<file path="src/common/bubl_defines.svh">
/* Bubble Bobble main-CPU bus glue
   Bus widths, memory map bounds and control register reset values */
`ifndef BUBL_DEFINES_SVH
`define BUBL_DEFINES_SVH

`define BUBL_AW          16
`define BUBL_DW          8
`define BUBL_ROM_AW      18
`define BUBL_WORK_AW     13
`define BUBL_WORK_DEPTH  6144     // 6 KB used out of the 8 KB window

// Bank arithmetic for the 8000-BFFF window
`define BUBL_BANK_OFS    4'd2
`define BUBL_BANK_XOR    3'd4
`define BUBL_UNMAPPED    8'hFF

// Memory map, inclusive bounds
`define BUBL_ROM_HI      16'hBFFF
`define BUBL_VRAM_LO     16'hC000
`define BUBL_VRAM_HI     16'hDFFF
`define BUBL_WORK_LO     16'hE000
`define BUBL_WORK_HI     16'hF7FF
`define BUBL_PAL_LO      16'hF800
`define BUBL_PAL_HI      16'hF9FF
`define BUBL_SND_LO      16'hFA00
`define BUBL_SND_HI      16'hFA7F
`define BUBL_MISC_LO     16'hFB40
`define BUBL_MISC_HI     16'hFB7F

`define BUBL_BANK_RST    3'd0
`define BUBL_BLACKN_RST  1'b0
`define BUBL_FLIP_RST    1'b0
`define BUBL_SUBRSTN_RST 1'b0
`define BUBL_MCURST_RST  1'b1

`endif

</file>
<file path="src/common/bubl_pkg.sv">
/* Bubble Bobble bus glue types
   Data byte, CPU and ROM addresses, memory regions */
`include "bubl_defines.svh"

package bubl_pkg;

    typedef logic [`BUBL_DW-1:0]     bubl_byte_t;
    typedef logic [`BUBL_AW-1:0]     bubl_addr_t;
    typedef logic [`BUBL_ROM_AW-1:0] bubl_rom_addr_t;

    // Decoded target of a memory cycle
    typedef enum logic [2:0] {
        region_none  = 3'd0,
        region_rom   = 3'd1,
        region_vram  = 3'd2,
        region_work  = 3'd3,
        region_pal   = 3'd4,
        region_sound = 3'd5,
        region_misc  = 3'd6   // writes only
    } bubl_region_e;

endpackage

</file>
<file path="src/design/sound_port.sv">
/* Main CPU side of the sound CPU link
   Command latch and strobe, sound reset and the reply handshake */
`timescale 1ns/100ps
`include "bubl_defines.svh"

module sound_port import bubl_pkg::*; (
    input  logic         clk24,
    input  logic         rst,
    input  bubl_region_e region,
    input  logic         wr_stb,
    input  logic         rd_stb,
    input  bubl_addr_t   cpu_addr,
    input  bubl_byte_t   cpu_wdata,
    input  bubl_byte_t   main_latch,
    input  logic         snd_flag,
    input  logic         main_stb,
    output bubl_byte_t   snd_latch,
    output logic         snd_stb,
    output logic         snd_rstn,
    output logic         main_flag,
    output bubl_byte_t   snd_rdata
);

logic snd_we;
logic snd_rd;
logic main_stb_l;
logic pending;

assign snd_we = wr_stb && region == region_sound;
assign snd_rd = rd_stb && region == region_sound;

////////////////////////////////////////////////////////////
// Writes towards the sound CPU
////////////////////////////////////////////////////////////

always_ff @(posedge clk24, posedge rst) begin
    if (rst) begin
        snd_latch <= '0;
        snd_stb   <= 1'b0;
        snd_rstn  <= 1'b1;     // Sound CPU runs after reset
    end else begin
        snd_stb <= snd_we && cpu_addr[1:0] == 2'b00;  // One cycle only
        if (snd_we) begin
            case (cpu_addr[1:0])
                2'b00:   snd_latch <= cpu_wdata;
                2'b11:   snd_rstn  <= ~cpu_wdata[0];
                default: ;
            endcase
        end
    end
end

////////////////////////////////////////////////////////////
// Reply handshake
////////////////////////////////////////////////////////////

// Set by a new reply, cleared once the main CPU reads the port
always_ff @(posedge clk24, posedge rst) begin
    if (rst) begin
        main_stb_l <= 1'b0;
        pending    <= 1'b0;
    end else begin
        main_stb_l <= main_stb;
        if (main_stb && !main_stb_l)
            pending <= 1'b1;   // A fresh reply is never lost
        else if (snd_rd)
            pending <= 1'b0;
    end
end

assign main_flag = pending;

// Odd address reads the status byte
assign snd_rdata = cpu_addr[0] ? {6'h3f, main_flag, snd_flag} : main_latch;

endmodule

</file>
<file path="config.mk">
export PLATFORM = sky130hd
export DESIGN_NAME = sound_port
export DESIGN_NICKNAME = d
export VERILOG_FILES = /design/src/common/bubl_pkg.sv /design/src/design/sound_port.sv
export VERILOG_INCLUDE_DIRS = /design/src /design/src/common
export SDC_FILE = /design/constraint.sdc
export NUM_CORES = 1
export LEC_CHECK = 0
export BUFFER_PORTS_ARGS = -buffer_cell sky130_fd_sc_hd__buf_2
export CAP_MARGIN = 20
export CORE_UTILIZATION = 33
export DETAILED_ROUTE_END_ITERATION = 12
export GPL_TIMING_DRIVEN = 0
export PLACE_DENSITY = 0.78
export SETUP_SLACK_MARGIN = 0.02
export SLEW_MARGIN = 20
export SYNTH_ARGS = -nofsm -noshare
export SYNTH_HDL_FRONTEND = slang
export SYNTH_SLANG_ARGS = --single-unit
</file>
<file path="constraint.sdc">
create_clock -name clk24 -period 1 [get_ports clk24]
set_clock_uncertainty 0.1 [all_clocks]
set_input_delay 0.25 -clock clk24 [delete_from_list [all_inputs] [get_ports clk24]]
set_output_delay 0.25 -clock clk24 [all_outputs]
set_load 0.05 [all_outputs]
</file>
* Yosys cells after proc, flatten, opt, wreduce, memory -nomap -nowiden
Cells that the tools add are included.
** Storage, ports and cells
- Register bits after elaboration :: 12
- Input port bits :: 41
- Word-level logic and storage cells :: 20
** Operators by class
- Equality and inequality tests :: 2
- Muxes and demuxes :: 3
- Bitwise gates (word level) :: 1
- Reduce and logical (&&, ||, !) cells :: 9
** Operator list (number)
- two-way mux 8 bit :: 1
- logical AND 1 bit :: 4
- AND reduction 2 bit :: 2
- == test 3 bit (second input constant) :: 1
- == test 2 bit (second input constant) :: 1
- zero test 2 bit :: 1
- two-way mux 1 bit :: 2
- nonzero test 2 bit :: 1
- zero test 1 bit :: 1
- NOT 1 bit :: 1

* Logic depth before layout (Yosys ltp)
- Word-level depth :: 4
- Mapped depth :: 4
- Gate-level depth less buffers :: 3

* Worst setup path after synthesis
Ideal clock, no wire load.
- Path kind :: input port to flip-flop
- Start point :: input cpu_addr[0]
- End point :: register snd_latch[0]
- Setup time :: 125 ps
- Data arrival time :: 1326 ps
- Setup slack :: -551 ps
- Stages on the path :: 4
- Cell sequence :: buf_6 > or4b_4 > buf_6 > mux2_4
** Between the ends
- Cells in the longest elaborated chain, start to end :: 2
** Ends and longest elaborated chain
- from (decl) :: RTL line sound_port.sv:12 : input bubl_addr_t cpu_addr,
- zero test 2 bit :: RTL line sound_port.sv:44 : case (cpu_addr[1:0])
- AND reduction 2 bit (no source line)
- to (signal assigned) :: RTL line sound_port.sv:45 : 2'b00: snd_latch <= cpu_wdata;
- to (decl) :: RTL line sound_port.sv:17 : output bubl_byte_t snd_latch,
Every way passes these cells.
A chain may end at the register's enable or synchronous reset.

* Worst setup path in the final report
- Start point :: register pending (netlist: main_flag)
- End point :: output snd_rdata[1]
** Between the ends
- Cells in the longest elaborated chain, start to end :: 1
** Ends and longest elaborated chain
- from (decl) :: RTL line sound_port.sv:27 : logic pending;
- from (signal assigned) :: RTL line sound_port.sv:61 : pending <= 1'b0;
- from (signal assigned) :: RTL line sound_port.sv:65 : pending <= 1'b1;
- from (signal assigned) :: RTL line sound_port.sv:67 : pending <= 1'b0;
- two-way mux 8 bit :: RTL line sound_port.sv:74 : assign snd_rdata = cpu_addr[0] ? {6'h3f, main_flag, snd_flag} : main_latch;
- to (decl) :: RTL line sound_port.sv:21 : output bubl_byte_t snd_rdata
Every way passes these cells.

==> results.ini <==
[synthesis]
synth_top_family_by_area = multiplexers
synthXorXnorAreaFrac_pct = 0
synth_compound_area_share_pct = 3.88
yosys_warnings = 0
synth.top_cell.area_share_pct = 47.4
synthAdderAreaFrac_pct = 0
ys_seq_area_share_pct = 51.9
yosys.area_share.simple_pct = 13.1
synth_area_leader_cell = dfrtp_1
syn_area_per_cell_um2 = 14.2
ys_types = 12
ys_ff_latch = 12
synthesis.nets = 82
syn-instance-count = 41
ys_top_cells_by_area = dfrtp_1, mux2_4, or2_2, dfstp_2, buf_6
synth_mux_area_share_pct = 24.6
synth_area_um2 = 581

[power]
peakVddDrop_uv = 1420
power.total_mw = 1.88
leakagePower_nw = 0.627
power_density_nw_per_um2 = 1640

[cts]
h-tree-depth = 1
clock_latency_ns = 0.26
numCtsBuffers = 3
clk_pin_slew_ns = 0.07
cts_tree = yes
clock_sinks = 12
cts-root-buf = clkbuf_4
clockBufferDepth = 2

[setup_path]
crit_type = register to output port
worstPathMaxFanout = 2
cp.required_ns = 0.65
worstPathArrival_ns = 1.07
worst_setup_path_start_kind = register
crit_path_end_kind = output port

[global_routing]
grt_use_total_pct = 15.6
grt_max_degree = 13
grt_pass1_vias = 548
use_met2_pct = 28.1
grt_overflow = 0
grt_util_met3_pct = 3.75
antenna_found_initial = 0
grt_pass1_wl_um = 2130
use_met1_pct = 16.2
busiest_layer = met2

[final_layout]
antenna_cells = 0
post-route-util_pct = 72.5
nNetsFinal = 139
stdcell_count = 113
areaGrowthSynthToFinish_pct = 97.0
drive_gt1_share_pct = 80.4

[route]
routedWlPerCell_um = 12.1
via_per_inst = 4.54
vias = 513
dr.pass1.iters = 10
drt_wl_total_um = 1360
antenna_left = 0
remaining_drc_errors = 3
drt-initial-drc-count = 9

[floorplan]
die_x_um = 43.9
initial_core_util_pct = 36.8
die_height_um = 43.9
num_rows = 14
coreArea_um2 = 1580
io_pins = 60
die-area_um2 = 1930

[sta]
finalSetupViolations = 28
max_freq_mhz = 703
grt_setup_unrepaired = yes
timing.slew.headroom_pct = 71.9
fin_crit_sh_pct = 142
worstMarginPinSlew_ns = 0.421
hold_slack_ns = -0.121
slew_viol_final = 0
setup_slack_ns = -0.423
post-route-min-period_ns = 1.42
hold_viol = 11

[outcome]
violations = design-rule violations, negative hold slack, negative setup slack
run_status = finished, violations left

[placed_design]
port_buffers = 44
gp_congestion = 0.641
dp.cells = 101

[run]
drv_cap = 0

[hold_path]
hold_class = primary input to async pin

==> per-layer routing <==
metal  wire (µm)  vias up
li1            -      248
met1         488      229
met2         723       34
met3         138        2
met4          12        0
met5           0        -
==> worst paths after layout <==
| path | from | to | slack (ns) | cells after the start |
|---|---|---|---|---|
| max in group asynchronous | rst | snd_rstn | 0.60 | 2 |
| min in group clk24 | cpu_wdata[0] | snd_rstn | 0.05 | 2 |
| worst max-delay path | main_flag | snd_rdata[1] | -0.42 | 2 |
| worst min-delay path | rst | snd_latch[4] | -0.12 | 2 |
| worst min register to register | main_stb_l | main_flag | 0.31 | 1 |
| worst max register to register | snd_latch[4] | snd_latch[4] | 0.01 | 2 |
==> cell families after synthesis <==
| kind of cell | after synthesis |
|---|---|
| mux | 10 |
| buf+inv | 6 |
| compound gates | 4 |
| simple gates | 9 |
| flops | 12 |
==> critical path: stages, from the launching register on <==
cell and delay [ns]:
dfrtp_2 0.40, mux2_4 0.26, buf_8 0.15
==> cell type report <==
cell class	count	area (µm²)
Clock buffer	4	36.3
Buffer	2	35.0
Fill cell	108	433
Timing Repair Buffer	52	467
Sequential cell	12	303
Multi-Input combinational cell	23	268
Inverter	4	15.0
Tap cell	16	20.0
==> report_power, final <==
part           internal, mW  total, mW  leakage (nW)  switching, mW
registers             0.569      0.627         0.148         0.0579
logic                 0.428      0.894         0.459          0.467
clock network         0.221      0.360        0.0210          0.139
total                  1.22       1.88         0.627          0.664
==> cell usage in the layout (no fill, tap or decap), types with 3 or more instances in the layout <==
master	instances
mux2_4	10
dfrtp_1	10
buf_4	5
inv_1	4
or2_4	6
buf_6	17
buf_2	22
buf_8	7
clkbuf_4	3
==> registers in the layout, indices dropped and copies added, names as in the netlist <==
| register | flops |
|---|---|
| main_flag | 1 |
| main_stb_l | 1 |
| snd_latch | 8 |
| snd_rstn | 1 |
| snd_stb | 1 |
==> metrics by stage <==
step           TNS [ns]  hold slack [ns]  setup slack (ns)  instance area [µm²]
6_report          -6.59           -0.121            -0.423                 1140
5_1_grt           -7.15           -0.107            -0.463                 1140
4_1_cts           -6.61           -0.118            -0.429                 1100
3_5_place_dp      -7.29            0.167            -0.698                  852
3_3_place_gp      -7.12            0.159            -0.680                  852
2_1_floorplan     -5.03           0.0139            -0.544                  612
==> synth_stat cells, drive strengths merged <==
| master | n |
|---|---|
| buf | 2 |
| dfrtp | 11 |
| dfstp | 1 |
| inv | 4 |
| mux2 | 10 |
| nand3 | 1 |
| nand3b | 1 |
| o21ai | 3 |
| o31ai | 1 |
| or2 | 6 |
| or4b | 1 |
==> repair_timing <==
action | 4_1_cts | 5_1_grt
setup endpoints to repair | 28 | 29
gates cloned | 1 | 0
pin swaps | 2 | 2
endpoints found under the hold margin | 11 | 12
buffers inserted | 4 | 3
gates resized for setup | 49 | 5
Power figures use the tool's default switching activity.
