===== src/common/bubl_defines.svh =====
/* Bubble Bobble main-CPU bus glue
   Bus widths, memory map bounds and control register reset values */
`ifndef BUBL_DEFINES_SVH
`define BUBL_DEFINES_SVH

`define BUBL_AW          16
`define BUBL_DW          8
`define BUBL_ROM_AW      18
`define BUBL_WORK_AW     13
`define BUBL_WORK_DEPTH  6144     // 6 KB used out of the 8 KB window

// Bank arithmetic for the 8000-BFFF window
`define BUBL_BANK_OFS    4'd2
`define BUBL_BANK_XOR    3'd4
`define BUBL_UNMAPPED    8'hFF

// Memory map, inclusive bounds
`define BUBL_ROM_HI      16'hBFFF
`define BUBL_VRAM_LO     16'hC000
`define BUBL_VRAM_HI     16'hDFFF
`define BUBL_WORK_LO     16'hE000
`define BUBL_WORK_HI     16'hF7FF
`define BUBL_PAL_LO      16'hF800
`define BUBL_PAL_HI      16'hF9FF
`define BUBL_SND_LO      16'hFA00
`define BUBL_SND_HI      16'hFA7F
`define BUBL_MISC_LO     16'hFB40
`define BUBL_MISC_HI     16'hFB7F

`define BUBL_BANK_RST    3'd0
`define BUBL_BLACKN_RST  1'b0
`define BUBL_FLIP_RST    1'b0
`define BUBL_SUBRSTN_RST 1'b0
`define BUBL_MCURST_RST  1'b1

`endif


===== src/common/bubl_pkg.sv =====
/* Bubble Bobble bus glue types
   Data byte, CPU and ROM addresses, memory regions */
`include "bubl_defines.svh"

package bubl_pkg;

    typedef logic [`BUBL_DW-1:0]     bubl_byte_t;
    typedef logic [`BUBL_AW-1:0]     bubl_addr_t;
    typedef logic [`BUBL_ROM_AW-1:0] bubl_rom_addr_t;

    // Decoded target of a memory cycle
    typedef enum logic [2:0] {
        region_none  = 3'd0,
        region_rom   = 3'd1,
        region_vram  = 3'd2,
        region_work  = 3'd3,
        region_pal   = 3'd4,
        region_sound = 3'd5,
        region_misc  = 3'd6   // writes only
    } bubl_region_e;

endpackage


===== src/design/read_mux.sv =====
/* Stage 2 of the main-CPU bus glue
   Captures every read source and registers the byte returned to the Z80 */
`timescale 1ns/100ps
`include "bubl_defines.svh"

module read_mux import bubl_pkg::*; (
    input  logic         clk24,
    input  logic         rst,
    input  bubl_region_e region,
    input  logic         rd_stb,
    input  bubl_byte_t   main_rom_data,
    input  bubl_byte_t   vram_dout,
    input  bubl_byte_t   pal_dout,
    input  bubl_byte_t   work_rdata,
    input  bubl_byte_t   snd_rdata,
    output bubl_byte_t   cpu_din
);

bubl_region_e rd_region;
bubl_byte_t   rom_q;
bubl_byte_t   vram_q;
bubl_byte_t   pal_q;
bubl_byte_t   snd_q;

// Only read cycles pick a source
always_ff @(posedge clk24, posedge rst) begin
    if (rst)
        rd_region <= region_none;
    else
        rd_region <= rd_stb ? region : region_none;
end

// External data as seen during the stage-1 cycle
always_ff @(posedge clk24) begin
    rom_q  <= main_rom_data;
    vram_q <= vram_dout;
    pal_q  <= pal_dout;
    snd_q  <= snd_rdata;
end

always_ff @(posedge clk24) begin
    case (rd_region)
        region_rom:   cpu_din <= rom_q;
        region_vram:  cpu_din <= vram_q;
        region_work:  cpu_din <= work_rdata;   // Already registered by the RAM
        region_pal:   cpu_din <= pal_q;
        region_sound: cpu_din <= snd_q;
        default:      cpu_din <= `BUBL_UNMAPPED;  // Unmapped and misc
    endcase
end

endmodule


===== config.mk =====
export PLATFORM = sky130hd
export DESIGN_NAME = read_mux
export DESIGN_NICKNAME = d
export VERILOG_FILES = /design/src/common/bubl_pkg.sv /design/src/design/read_mux.sv
export VERILOG_INCLUDE_DIRS = /design/src /design/src/common
export SDC_FILE = /design/constraint.sdc
export NUM_CORES = 1
export LEC_CHECK = 0
export BUFFER_PORTS_ARGS = -buffer_cell sky130_fd_sc_hd__buf_2
export CAP_MARGIN = 20
export CORE_MARGIN = 2
export CORE_UTILIZATION = 45
export CTS_CLUSTER_SIZE = 28
export DETAILED_ROUTE_END_ITERATION = 16
export HOLD_SLACK_MARGIN = 0.15
export PLACE_DENSITY_LB_ADDON = 0.3
export SYNTH_ARGS = -nofsm -noshare
export SYNTH_HDL_FRONTEND = slang
export SYNTH_SLANG_ARGS = --single-unit
export TNS_END_PERCENT = 20

===== constraint.sdc =====
create_clock -name clk24 -period 1.3 [get_ports clk24]
set_input_delay 0.065 -clock clk24 [delete_from_list [all_inputs] [get_ports clk24]]
set_output_delay 0.065 -clock clk24 [all_outputs]
set_load 0.01 [all_outputs]

## Word level (Yosys, flattened, before mapping)

Index checks and enable logic that the tools add are counted.

| word-level totals | value |
|---|---|
| bits in registers | 43 |
| bits of input ports | 46 |
| output and inout bits | 8 |
| word-level logic and storage cells | 13 |

| cells by class | value |
|---|---|
| equal/unequal tests | 5 |
| mux-type cells | 2 |

Operators by type and width:

| kind | number |
|---|---|
| $pmux W8 S5 | 1 |
| $eq A3 B2 Y1 const B | 2 |
| $eq A3 B3 Y1 const B | 2 |
| $eq A3 B1 Y1 const B | 1 |
| $mux W3 | 1 |

## Logic depth before layout (Yosys ltp)

| depth | value |
|---|---|
| depth in word-level cells | 2 |
| mapped depth | 5 |
| depth with buffers taken out | 3 |

## Worst setup path after synthesis

No wires, ideal clock.

| timing | value |
|---|---|
| path type | register to register |
| start | register rd_region[0] |
| end | register cpu_din[1] |
| data arrival time | 1.054 ns |
| slack | 0.124 ns |
| cell stages (with the launch flop) | 4 |
| buffers on the path | 0 |
| clock period less this slack | 1.176 ns |
| path through | dfrtp_1 -> or4b_1 -> o21ai_1 -> o22ai_1 |

| on the way | value |
|---|---|
| longest elaborated chain between the ends | 2 |

RTL lines:

| item | RTL line | source |
|---|---|---|
| start: declaration | read_mux.sv:19 | `bubl_region_e rd_region;` |
| start signal: assignment | read_mux.sv:28 | `rd_region <= region_none;` |
| start signal: assignment | read_mux.sv:30 | `rd_region <= rd_stb ? region : region_none;` |
| $eq A3 B3 Y1 (tied with other cells) | read_mux.sv:42 | `case (rd_region)` |
| $pmux W8 S5 (*) | read_mux.sv:42 |  |
| end signal: assignment | read_mux.sv:43 | `region_rom: cpu_din <= rom_q;` |
| end signal: assignment | read_mux.sv:44 | `region_vram: cpu_din <= vram_q;` |
| end signal: assignment | read_mux.sv:45 | `region_work: cpu_din <= work_rdata;` |
| end: declaration | read_mux.sv:16 | `output bubl_byte_t cpu_din` |

Mark *: on every way between the ends. The rest lies on a longest branch, timed or not.

## Worst setup path in the final report

| timing | value |
|---|---|
| start | register rd_region[0] |
| end | register cpu_din[6] |

The elaborated chain is that of the path after synthesis.

==> results_dict.tcl <==
set metrics [dict create \
    status "completed" \
    slowest_delay_ps 390 \
    finalCritPeriodShare_pct 92.9 \
    path_cells "buf_4 -> or2b_4 -> o32ai_1 -> o22ai_1" \
    grt_remaining_overflow 0 \
    nNetsFinal 255 \
    place.gp.congestion 0.732 \
    viasPerCell 4.74 \
    use_met1_pct 16.3 \
    seq_area_frac_synth_pct 68.6 \
    crit_path_start_kind "register" \
    cts_max_level 2 \
    ys_types 22 \
    cts-resized-gates 0 \
    clkSlewWorstSetupHoldPaths_ps 130 \
    die_y_um 57.3 \
    tns_ps 0 \
    core_area_mm2 0.00273 \
    critPathKind "reg -> reg" \
    grt.busiest_layer "met2" \
    syn_nets 145 \
    p_leak_uw 0.000979 \
    relSlewSlack_pct 82.1 \
    totalWireLength_um 3090 \
    drc 0 \
    vias 1142 \
    synthAdderAreaFrac_pct 0 \
    muxShareOfSynthArea_pct 5.48 \
    synth_compound_area_share_pct 12.9 \
    worstMarginPinSlew_ps 269 \
    rsz0062_at_grt "true" \
    syn-cell-area_mm2 0.00128 \
    rrSetupSlack_ps 90 \
    ys_ff_latch 43 \
    wl_per_cell_um 12.8 \
    final_util_pct 79.1 \
    tritoncts "yes" \
    drive_above_1_share_pct 33.3 \
    rows 19 \
    fmax_mhz 828 \
    cts_inserted_buffers 5 \
    dr.pass1.iters 4 \
    critPathLaunch "rd_region[0]" \
    n_antenna_cell 0 \
    cp-end-kind "register" \
    grt_pass1_vias 1239 \
    totalPowerFinal_uw 2660 \
    required_ps 1540 \
    dp_hpwl_um 1840 \
    portBuffers 53 \
    finalMaxSlewViolations 0 \
    synth_cells 99 \
    grtUsageMet3_pct 8.16 \
    ctsLongestPathBuffers 2 \
    areaGrowthSynthToFinish_pct 69.2 \
    crit_end "cpu_din[6]" \
    cp_slowest_cell "dfrtp_1" \
    numClockSinks 43 \
    maxCapViolCount 0 \
    antenna_found_initial 0 \
    clk_latency_ps 350 \
    fin_skew_ps 8.35 \
    die_x_um 57.3 \
    cts_root_buffer "clkbuf_4" \
    power_density_mw_per_mm2 1230 \
    grt_pass1_wl_um 4890 \
    syn_area_per_cell_um2 12.9 \
    synthSimpleGateAreaFrac_pct 9.99 \
    worst_r2r_path_depth 4 \
    yosys_warnings 0 \
    rr_endpoint "cpu_din[6]" \
    synthXorXnorAreaFrac_pct 0 \
    crit_fanout 7 \
    crit_arrival_ps 1450 \
    drt-initial-drc-count 11 \
    synth_top_family_by_area "compound AO/OA/AOI/OAI gates" \
    ios 54 \
    gr-usage-all-layers_pct 20.5 \
    finalSetupViolCount 0 \
    hold_viol_final 0 \
    grt_util_met2_pct 42.5 \
    dieArea_mm2 0.00328 \
    hold_class "in -> reg" \
    ant_nets 0 \
    grt_max_degree 15 \
    irDropWorstVdd_v 0.00129 \
    r2r-start "rd_region[0]" \
    period_needed_ps 1210 \
    start_util_pct 46.7 \
]
sequential cells by signal (all words and copies together) (netlist names):
register,cells
pal_q,8
rom_q,8
cpu_din,8
vram_q,8
rd_region,3
snd_q,8
power by group:
part	total, uW	internal (uW)	switching (uW)	leakage (uW)
registers	1430	1410	25.5	0.000376
clock network	885	464	421	0.0000489
logic	348	224	124	0.000554
cell usage in the layout (no fill, tap or decap), drive strengths merged:
master       instances
o32ai                6
nand2                1
inv                  4
a31oi                1
dfrtp                3
nand3                1
o2111ai              1
mux2i                7
clkbuf               6
nand2b               5
bufinv               1
a21oi                7
buf                 58
a21o                 1
o21ai                2
o22ai                7
dfxtp               40
or2b                 5
dlygate4sd3         48
and2                 3
and3b                1
nor2                 1
or4b                 1
Yosys cell counts:
master | number | area, um^2
a21o_2 | 1 | 8.76
a21oi_1 | 7 | 35.0
a31oi_1 | 1 | 6.26
and2_1 | 3 | 18.8
and3b_2 | 1 | 10.0
buf_2 | 1 | 5.00
buf_6 | 2 | 22.5
dfrtp_1 | 3 | 75.1
dfxtp_1 | 40 | 801
inv_1 | 3 | 11.3
mux2i_1 | 7 | 70.1
nand2_1 | 1 | 3.75
nand2b_1 | 5 | 31.3
nand3_1 | 1 | 5.00
nor2_1 | 1 | 3.75
o2111ai_1 | 1 | 8.76
o21ai_1 | 2 | 10.0
o22ai_1 | 7 | 43.8
o32ai_1 | 6 | 52.6
or2b_1 | 3 | 22.5
or2b_4 | 2 | 22.5
or4b_1 | 1 | 10.0
logic make-up after synthesis:
group / after synthesis
AOI/OAI and AO/OA: 25
buffers and inverters: 6
DFF: 43
muxes: 7
and+or+nand+nor: 18
through the flow:
step | instance area [um^2] | cells | hold slack [ps] | setup WS (ps)
global route | 2160 | 241 | 309 | -26.9
global placement | 1590 | 185 | -67.1 | 148
floorplan | 1280 | 99 | -181 | 124
CTS | 2160 | 241 | 323 | 81.6
finish | 2160 | 241 | 330 | 92.1
detailed placement | 1590 | 185 | -61.0 | 108
worst max-delay path, delay by kind of cell, from the launching register on:
| kind | cells | cell delay [ps] |
|---|---|---|
| DFF | 1 | 390 |
| buffers and inverters | 1 | 150 |
| AOI/OAI and AO/OA | 2 | 260 |
| and+or+nand+nor | 1 | 310 |
repair_timing:
item | in CTS | in global routing
endpoints found under the setup margin | 0 | 4
hold buffers | 48 | 0
hold endpoints to repair | 46 | 0
setup buffers | 0 | 0
layout make-up:
class / instances / area [um^2]
Sequential cell: 43 / 876
Timing Repair Buffer: 106 / 783
Fill cell: 163 / 572
Multi-Input combinational cell: 50 / 363
Clock buffer: 6 / 51.3
Clock inverter: 2 / 38.8
Tap cell: 31 / 38.8
Inverter: 3 / 11.3
how the worst min path moves through the flow:
| stage | from | end | slack [ps] | depth (start not counted) |
|---|---|---|---|---|
| floorplan | rst | rd_region[0] | -180 | 1 |
| global placement | rst | rd_region[2] | -70 | 2 |
| detailed placement | rst | rd_region[2] | -60 | 2 |
| CTS | pal_dout[2] | pal_q[2] | 320 | 2 |
| global route | vram_dout[5] | vram_q[5] | 310 | 2 |
| finish | snd_rdata[4] | snd_q[4] | 330 | 2 |
routing by layer:
metal  part of all wire [%]  wire, um
met1                     34      1040
met2                     58      1800
met3                    6.0       184
met4                    1.9        60
met5                      0         0
Power figures use the tool's default switching activity.
