## config.mk

```make
export PLATFORM = sky130hd
export DESIGN_NAME = ctrl_regs
export DESIGN_NICKNAME = d
export VERILOG_FILES = /design/src/common/bubl_pkg.sv /design/src/design/ctrl_regs.sv
export VERILOG_INCLUDE_DIRS = /design/src /design/src/common
export SDC_FILE = /design/constraint.sdc
export NUM_CORES = 1
export LEC_CHECK = 0
export BUFFER_PORTS_ARGS = -buffer_cell sky130_fd_sc_hd__buf_2
export CAP_MARGIN = 40
export CORE_AREA = 2 2 39 41
export CTS_BUF_LIST = sky130_fd_sc_hd__clkbuf_16
export DETAILED_ROUTE_END_ITERATION = 8
export DIE_AREA = 0 0 41 43
export PLACE_DENSITY = 0.58
export SLEW_MARGIN = 5
export SYNTH_ARGS = -nofsm -noshare
export SYNTH_HDL_FRONTEND = slang
export SYNTH_SLANG_ARGS = --single-unit
```

## constraint.sdc

```tcl
create_clock -name clk24 -period 0.8 [get_ports clk24]
set_clock_uncertainty 0.15 [all_clocks]
set_input_delay 0.08 -clock clk24 [delete_from_list [all_inputs] [get_ports clk24]]
set_output_delay 0.08 -clock clk24 [all_outputs]
set_load 0.005 [all_outputs]
```

## src/common/bubl_defines.svh

```systemverilog
/* Bubble Bobble main-CPU bus glue
   Bus widths, memory map bounds and control register reset values */
`ifndef BUBL_DEFINES_SVH
`define BUBL_DEFINES_SVH

`define BUBL_AW          16
`define BUBL_DW          8
`define BUBL_ROM_AW      18
`define BUBL_WORK_AW     13
`define BUBL_WORK_DEPTH  6144     // 6 KB used out of the 8 KB window

// Bank arithmetic for the 8000-BFFF window
`define BUBL_BANK_OFS    4'd2
`define BUBL_BANK_XOR    3'd4
`define BUBL_UNMAPPED    8'hFF

// Memory map, inclusive bounds
`define BUBL_ROM_HI      16'hBFFF
`define BUBL_VRAM_LO     16'hC000
`define BUBL_VRAM_HI     16'hDFFF
`define BUBL_WORK_LO     16'hE000
`define BUBL_WORK_HI     16'hF7FF
`define BUBL_PAL_LO      16'hF800
`define BUBL_PAL_HI      16'hF9FF
`define BUBL_SND_LO      16'hFA00
`define BUBL_SND_HI      16'hFA7F
`define BUBL_MISC_LO     16'hFB40
`define BUBL_MISC_HI     16'hFB7F

`define BUBL_BANK_RST    3'd0
`define BUBL_BLACKN_RST  1'b0
`define BUBL_FLIP_RST    1'b0
`define BUBL_SUBRSTN_RST 1'b0
`define BUBL_MCURST_RST  1'b1

`endif

```

## src/common/bubl_pkg.sv

```systemverilog
/* Bubble Bobble bus glue types
   Data byte, CPU and ROM addresses, memory regions */
`include "bubl_defines.svh"

package bubl_pkg;

    typedef logic [`BUBL_DW-1:0]     bubl_byte_t;
    typedef logic [`BUBL_AW-1:0]     bubl_addr_t;
    typedef logic [`BUBL_ROM_AW-1:0] bubl_rom_addr_t;

    // Decoded target of a memory cycle
    typedef enum logic [2:0] {
        region_none  = 3'd0,
        region_rom   = 3'd1,
        region_vram  = 3'd2,
        region_work  = 3'd3,
        region_pal   = 3'd4,
        region_sound = 3'd5,
        region_misc  = 3'd6   // writes only
    } bubl_region_e;

endpackage

```

## src/design/ctrl_regs.sv

```systemverilog
/* Miscellaneous control register at FB40-FB7F
   ROM bank, screen blanking, flip and reset lines of the sub CPU and MCU */
`timescale 1ns/100ps
`include "bubl_defines.svh"

module ctrl_regs import bubl_pkg::*; (
    input  logic         clk24,
    input  logic         rst,
    input  bubl_region_e region,
    input  logic         wr_stb,
    input  bubl_byte_t   cpu_wdata,
    output logic [2:0]   bank,
    output logic         black_n,
    output logic         flip,
    output logic         sub_rst_n,
    output logic         mcu_rst
);

logic misc_we;

assign misc_we = wr_stb && region == region_misc;

////////////////////////////////////////////////////////////
// Register bit map
//   7 flip, 6 black_n, 5 MCU reset (low active on PCB)
//   4 sub CPU run, 2..0 ROM bank
////////////////////////////////////////////////////////////

always_ff @(posedge clk24, posedge rst) begin
    if (rst) begin
        bank      <= `BUBL_BANK_RST;
        black_n   <= `BUBL_BLACKN_RST;
        flip      <= `BUBL_FLIP_RST;
        sub_rst_n <= `BUBL_SUBRSTN_RST;
        mcu_rst   <= `BUBL_MCURST_RST;
    end else if (misc_we) begin
        bank      <= cpu_wdata[2:0] ^ `BUBL_BANK_XOR;  // Top bank bit is inverted
        black_n   <= cpu_wdata[6];
        flip      <= cpu_wdata[7];
        sub_rst_n <= cpu_wdata[4];
        mcu_rst   <= ~cpu_wdata[5];
    end
end

endmodule

```

======== Word level (Yosys, flattened, before mapping) ========
Index checks and enable logic that the tools add are counted.
word-level totals
  flip-flop bits (word level) ............. 7
  input bits .............................. 14
  output and inout bits ................... 7
  word-level logic and storage cells ...... 9
cells by class
  equality and inequality tests ........... 1
  bitwise operators ....................... 2
  reductions and logical operators ........ 1
operator list
  cell                number
  $eq 3x3->1 const B  1
  $not 1->1           2
  $logic_and 1x1->1   1

======== Logic depth before layout (Yosys ltp) ========
Gate-level depths: netlist of run 1.
  depth after elaboration ................. 2
  gate-level depth with buffers ........... 2
  mapped depth without buffers ............ 2

======== Worst setup path before layout of run 1 ========
Ideal clock, no wire load.
  path kind ............................... register -> register
  start point ............................. register bank[0] (netlist name)
  end point ............................... register bank[0]
  library setup time ...................... 0.125 ns
  arrival time ............................ 0.614 ns
  data required time ...................... 0.525 ns
  setup slack ............................. -0.089 ns
  cell stages (with the launch flop) ...... 2
  path buffers ............................ 0
  period minus slack after synthesis ...... 0.889 ns
  cells stage by stage .................... dfrtp_1 > mux2_2
RTL lines
  item                  line             RTL
  end signal, assigned  ctrl_regs.sv:31  bank <= `BUBL_BANK_RST;
  end signal, assigned  ctrl_regs.sv:37  bank <= cpu_wdata[2:0] ^ `BUBL_BANK_XOR;
  end, declared         ctrl_regs.sv:12  output logic [2:0] bank,

======== Final worst setup path of run 1 ========
  start point ............................. register mcu_rst
  end point ............................... output mcu_rst
RTL lines
  item                    line             RTL
  start, declared         ctrl_regs.sv:16  output logic mcu_rst
  start signal, assigned  ctrl_regs.sv:35  mcu_rst <= `BUBL_MCURST_RST;
  start signal, assigned  ctrl_regs.sv:41  mcu_rst <= ~cpu_wdata[5];
No word-level cell between the ends.

==> metrics.yaml, run 1 <==
status: "finished, violations left"
failed_checks: "hold timing, setup timing"
crit_buf_inv: 1
dieArea_mm2: 0.00176
instances_no_fill: 61
cpLargestDelayFamily: "flip-flops"
wl_met3_um: 99
vias_per_cell: 3.98
syn_avg_cell_area_um2: 16.0
postCtsHoldBufs: 1
root_buffer: "clkbuf_16"
tritoncts: "built"
reg2reg_depth: 2
cts_max_path_buffers: 2
slew_headroom_pct: 90.8
io_pins: 21
clk-insertion-delay-late_ns: 0.22
grt_pass1_vias: 248
fin_nets: 60
fp.dieW_um: 41
overflow: 0
place_inst: 56
cp-end-kind: "primary output"
final_util_pct: 40.4
r2r_setup_slack_ns: -0.13
htreeDepth: 1
power_density_mw_per_mm2: 2930
diodes: 0
wl_met1_um: 264
grt_util_all_layers_pct: 7.59
antenna_found_initial: 0
clkSlewWorstSetupHoldPaths_ns: 0.03
drt_iter0_drc: 0
fmaxAchievable_mhz: 933
layout_setup_ws_ns: -0.272
ir_drop_mv: 1.40
top_layer_used: "met3"
cp.required_ns: 0.57
drc: 0
worstPathMaxFanout: 2
core_area_mm2: 0.00138
cts_made_buffers: 3
clkSinkCount: 7
yosys.area.top_type: "dfrtp_1"
drive_gt1_share_pct: 73.3
num_vias: 243
worst_pin_slew_ns: 0.135
ys_top_cells_by_area: "dfrtp_1, mux2_2, dfstp_2"
detail_route.first_pass.iterations: 1
critPathSlowestCell: "dfstp_2"
crit_cells: 1
fillers: 131
rsz0062_at_grt: "yes"
syn_area_um2: 288
period_share_pct: 134
crit_chain: "buf_6"
wire_per_inst_um: 10.7
synthCells: 18
seq_area_frac_synth_pct: 61.3
syn-num-nets: 32
power.total_mw: 1.64
drt-total-wl_um: 651
synth_warnings: 0
post_cts_buffers: 0
wl_met2_um: 287
min_period_ns: 1.07
hold_viol: 7
area_growth_pct: 94.3
hp-class: "in -> reg"
critPathMaxStageDelay_ns: 0.53
drt.antenna.violating_nets: 0
place_hpwl_um: 507
setup_viol: 13
startpoint_type: "register"
routabilityCongestion: 0.579
grt_pass1_wl_um: 897
port_buffers: 19
whs_path_depth: 2
synth_top_area_share_pct: 52.2
initial_core_util_pct: 20.8
grt_max_degree: 8
drv_slew: 0
ys_ff_latch: 7
maxCapViolCount: 0
yosysUniqueCellTypes: 6
p_leak_nw: 0.315
rows: 14
whs_ns: -0.142
arrival_ns: 0.84
die_h_um: 43
critPathKind: "reg -> out"
place_ws_ns: -0.177
per-stage QoR:
step | instance area [um2] | TNS, ns
2_1_floorplan | 288 | -0.526
5_1_grt | 559 | -2.29
4_1_cts | 542 | -2.01
6_report | 559 | -2.02
3_3_place_gp | 425 | -1.19
3_5_place_dp | 425 | -1.26
cells in the final DEF, fill, tap and decap left out, drive strengths merged:
master,n
mux2i,2
nand4b,1
buf,22
dlygate4sd3,1
inv,3
mux2,5
clkbuf,3
dfrtp,6
dfstp,1
clkinvlp,1
power by group:
group	internal (mW)	switching, mW
Sequential	0.443	0.0475
Clock	0.648	0.165
Combinational	0.236	0.0982
metal layers:
metal	GRT usage, %	up-vias
li1	-	113
met1	8.91	111
met2	12.2	19
met3	1.57	0
met4	4.00	0
met5	0	-
worst register-to-register path, delay by kind of cell, from the launching register on:
family | cells | cell delay [ns]
muxes | 1 | 0.14
buffers and inverters | 1 | 0.04
DFF | 1 | 0.53
registers in the layout, summed over array words and instances (netlist names):
name	count
bank	3
black_n	1
flip	1
mcu_rst	1
sub_rst_n	1
path summary, 6_finish.rpt:
kind                                     start                   to
max                        mcu_rst$_DFFE_PP1P_              mcu_rst
min                               cpu_wdata[5]  mcu_rst$_DFFE_PP1P_
max reg2reg                mcu_rst$_DFFE_PP1P_  mcu_rst$_DFFE_PP1P_
min reg2reg                mcu_rst$_DFFE_PP1P_  mcu_rst$_DFFE_PP1P_
max in group asynchronous                  rst  mcu_rst$_DFFE_PP1P_
min in group asynchronous                  rst     flip$_DFFE_PP0P_
cells by family after synthesis:
group | after synthesis | share of synthesized area (%)
buffers and inverters | 3 | 3.91
DFF | 7 | 61.3
muxes | 7 | 26.5
and+or+nand+nor | 1 | 8.26
what timing repair did:
action | 4_1_cts | 5_1_grt
hold endpoints to repair | 14 | 7
endpoints found under the setup margin | 13 | 14
resized for setup | 6 | 4
area by class of cell:
| cell class | count | area (um2) | area share [%] |
|---|---|---|---|
| multi-input combinational | 8 | 115 | 20.6 |
| sequential | 7 | 176 | 31.5 |
| tap | 16 | 20.0 | 3.58 |
| clock buffer | 3 | 75.1 | 13.4 |
| timing repair buffer | 23 | 154 | 27.5 |
| clock inverter | 1 | 3.75 | 0.671 |
| inverter | 3 | 15.0 | 2.68 |
Yosys cell counts:
| cell type | n |
|---|---|
| mux2_2 | 5 |
| mux2i_1 | 2 |
| inv_1 | 3 |
| nand4b_4 | 1 |
| dfrtp_1 | 6 |
| dfstp_2 | 1 |
(Power assumes the default switching activity.)
==> run 2, diff against run 1 <==
--- a/config.mk
+++ b/config.mk
@@ -12,7 +12,7 @@
 export CTS_BUF_LIST = sky130_fd_sc_hd__clkbuf_16
 export DETAILED_ROUTE_END_ITERATION = 8
 export DIE_AREA = 0 0 41 43
-export PLACE_DENSITY = 0.58
+export PLACE_DENSITY = 0.56
 export SLEW_MARGIN = 5
 export SYNTH_ARGS = -nofsm -noshare
 export SYNTH_HDL_FRONTEND = slang
==> constraint.sdc (replaced) <==
create_clock -name clk24 -period 1 [get_ports clk24]
set_clock_uncertainty 0.15 [all_clocks]
set_input_delay 0.1 -clock clk24 [delete_from_list [all_inputs] [get_ports clk24]]
set_output_delay 0.1 -clock clk24 [all_outputs]
set_load 0.005 [all_outputs]
==> run 2 against run 1 <==
The flow still finishes with violations (hold timing, setup timing). Sequential power decreased by 22%. Clock-buffer cell count unchanged. Setup slack improved by 0.18 ns. Global-route usage increased by 1.0 points. Core utilization decreased by 1.9 points. Wire length decreased by 0.92%. Combinational power decreased by 43%. First-iteration DRC count unchanged. Final cell count increased by 1.6%. Register-to-register slack improved by 0.21 ns. Non-clock buffer count increased by 1. Largest cell class unchanged. Largest power group unchanged.
==> metrics.yaml, run 2 (synthesis gave the netlist of run 1 again) <==
grt_pass1_vias: 245  # -1.2%
antenna_found_initial: 0  # unchanged
cp.required_ns: 0.75  # +0.18 ns
initial_core_util_pct: 20.8  # unchanged
final_cell_mix: "buf_2, dfrtp_1, mux2_2, inv_1"
reg2reg_depth: 2  # unchanged
design_area_um2: 533  # -4.7%
routabilityCongestion: 0.550  # -5.1%
crit_buf_inv: 1  # unchanged
core_area_mm2: 0.00138  # unchanged
grt-busiest-layer: "met2"
drt.antenna.violating_nets: 0  # unchanged
pwr-share-comb_pct: 15.3  # -5.1 points
worstPathMaxFanout: 2  # unchanged
layout_setup_ws_ns: -0.0912  # +0.181 ns
postCtsHoldBufs: 3  # +2
p_leak_nw: 0.297  # -5.8%
rr_startpoint: "mcu_rst$_DFFE_PP1P_"
port_buffers: 19  # unchanged
cts_max_path_buffers: 2  # unchanged
place_hpwl_um: 472  # -6.8%
failed_checks: "hold timing, setup timing"
clkSinkCount: 7  # unchanged
power_density_mw_per_mm2: 2330  # -20%
io_pins: 21  # unchanged
ir_drop_mv: 0.967  # -31%
fp.dieW_um: 41  # unchanged
vias_per_cell: 3.94  # -1.2%
instances_no_fill: 62  # +1.6%
clk-insertion-delay-late_ns: 0.23  # about the same
fin_nets: 61  # +1.7%
setup_viol: 1  # -12
rows: 14  # unchanged
critPathKind: "reg -> out"
overflow: 0  # unchanged
hold_start: "cpu_wdata[7]"
place_inst: 55  # -1.8%
detail_route.first_pass.iterations: 1  # unchanged
period_share_pct: 109
whs_ns: -0.0480  # +0.0941 ns
cts_made_buffers: 3  # unchanged
drc: 0  # unchanged
wire_per_inst_um: 10.4  # -2.5%
grt_max_degree: 8  # unchanged
tritoncts: "built"
root_buffer: "clkbuf_16"
critPathMaxStageDelay_ns: 0.52  # about the same
crit_chain: "buf_6"
drt_iter0_drc: 0  # unchanged
slew_headroom_pct: 83.1  # -7.7 points
clkSlewWorstSetupHoldPaths_ns: 0.04  # about the same
htreeDepth: 1  # unchanged
cp-end-kind: "primary output"
postPlaceCellArea_um2: 418  # -1.8%
layout_commonest_cell: "buf_2"
grt_util_all_layers_pct: 8.63  # +1.0 points
die_h_um: 43  # unchanged
clock_power_share_pct: 53.9  # +4.3 points
largest_register_ffs: 3  # unchanged
gr-usage-met2_pct: 11.6  # -0.62 points
whs_path_depth: 2  # unchanged
min_period_ns: 1.09
crit_cells: 1  # unchanged
status: "finished, violations left"
hp-class: "in -> reg"
grt_pass1_wl_um: 945  # +5.4%
area_growth_pct: 85.2
r2r_end: "mcu_rst$_DFFE_PP1P_"
drt-total-wl_um: 645  # -0.92%
pwr-share-seq_pct: 30.8  # +0.8 points
rsz0062_at_grt: "yes"
worst_pin_slew_ns: 0.254  # +0.119 ns
p_switching_mw: 0.246  # -21%
maxCapViolCount: 0  # unchanged
critPathSlowestCell: "dfstp_2"
holdPathEnd: "flip$_DFFE_PP0P_"
regMostFlops: "bank"
num_vias: 244  # +0.41%
drive_gt1_share_pct: 67.4  # -5.9 points
drv_slew: 0  # unchanged
r2r_setup_slack_ns: 0.08  # +0.21 ns
p_sw_share_pct: 19.8  # +0.86 points
fmaxAchievable_mhz: 916
dieArea_mm2: 0.00176  # unchanged
internal-power_mw: 0.996  # -25%
hold_viol: 5  # -2
arrival_ns: 0.84  # about the same
use_met1_pct: 10.0  # +1.1 points
diodes: 0  # unchanged
cpLargestDelayFamily: "flip-flops"
startpoint_type: "register"
use_met3_pct: 6.28  # +4.7 points
run 2: cell count changes in the layout (fill, tap and decap cells not counted), sizes merged:
cell | previous run | this run
dlygate4sd3 | 1 | 3
clkinvlp | 1 | 0
inv | 3 | 4
buf | 22 | 21
run 2: cell type report:
type	count	area, um2
Inverter	3	11.3
Multi-Input combinational cell	8	100
Tap cell	16	20.0
Timing Repair Buffer	24	146
Fill cell	133	851
Clock buffer	3	75.1
Clock inverter	1	3.75
Sequential cell	7	176
run 2: power by group through the flow:
stage                     sequential (mW)  combinational [mW]  clock, mW
final                               0.383               0.190      0.669
after global routing                0.392               0.215      0.701
after CTS                           0.382               0.185      0.688
after detailed placement            0.384               0.176          0
after global placement              0.384               0.170          0
after floorplan                     0.392              0.0654          0
run 2: metal layers:
layer,wire length (um),part of all wire [%],vias up
li1,-,-,116
met1,290,45,104
met2,229,36,22
met3,111,17,2
met4,14,2.2,0
met5,0,0,-
run 2: worst max-delay path by stage:
stage | start | end | slack, ns
after floorplan | bank[0]$_DFFE_PP0P_ | bank[0]$_DFFE_PP0P_ | 0.11
after global placement | region[0] | bank[0]$_DFFE_PP0P_ | -0.008
after detailed placement | region[0] | black_n$_DFFE_PP0P_ | -0.03
after CTS | mcu_rst$_DFFE_PP1P_ | mcu_rst | -0.10
after global routing | mcu_rst$_DFFE_PP1P_ | mcu_rst | -0.11
final | mcu_rst$_DFFE_PP1P_ | mcu_rst | -0.09
run 2: timing repair:
action / in CTS / in global routing
hold endpoints to repair: 14 / 5
resized for setup: 0 / 1
pin swaps: 0 / 0
setup endpoints to repair: 1 / 1
setup buffers: 0 / 0
run 2: per-stage QoR:
step / total power, mW / hold WS, ns / setup WS, ns / TNS [ns] / utilization (%)
global route: 1.31 / -0.0408 / -0.112 / -0.112 / 38.5
global placement: 0.554 / -0.107 / -0.00751 / -0.0143 / 30.2
detailed placement: 0.560 / -0.107 / -0.0298 / -0.134 / 30.2
floorplan: 0.457 / -0.247 / 0.111 / 0 / -
finish: 1.24 / -0.0480 / -0.0912 / -0.0912 / 38.5
CTS: 1.26 / -0.0491 / -0.102 / -0.102 / 38.1
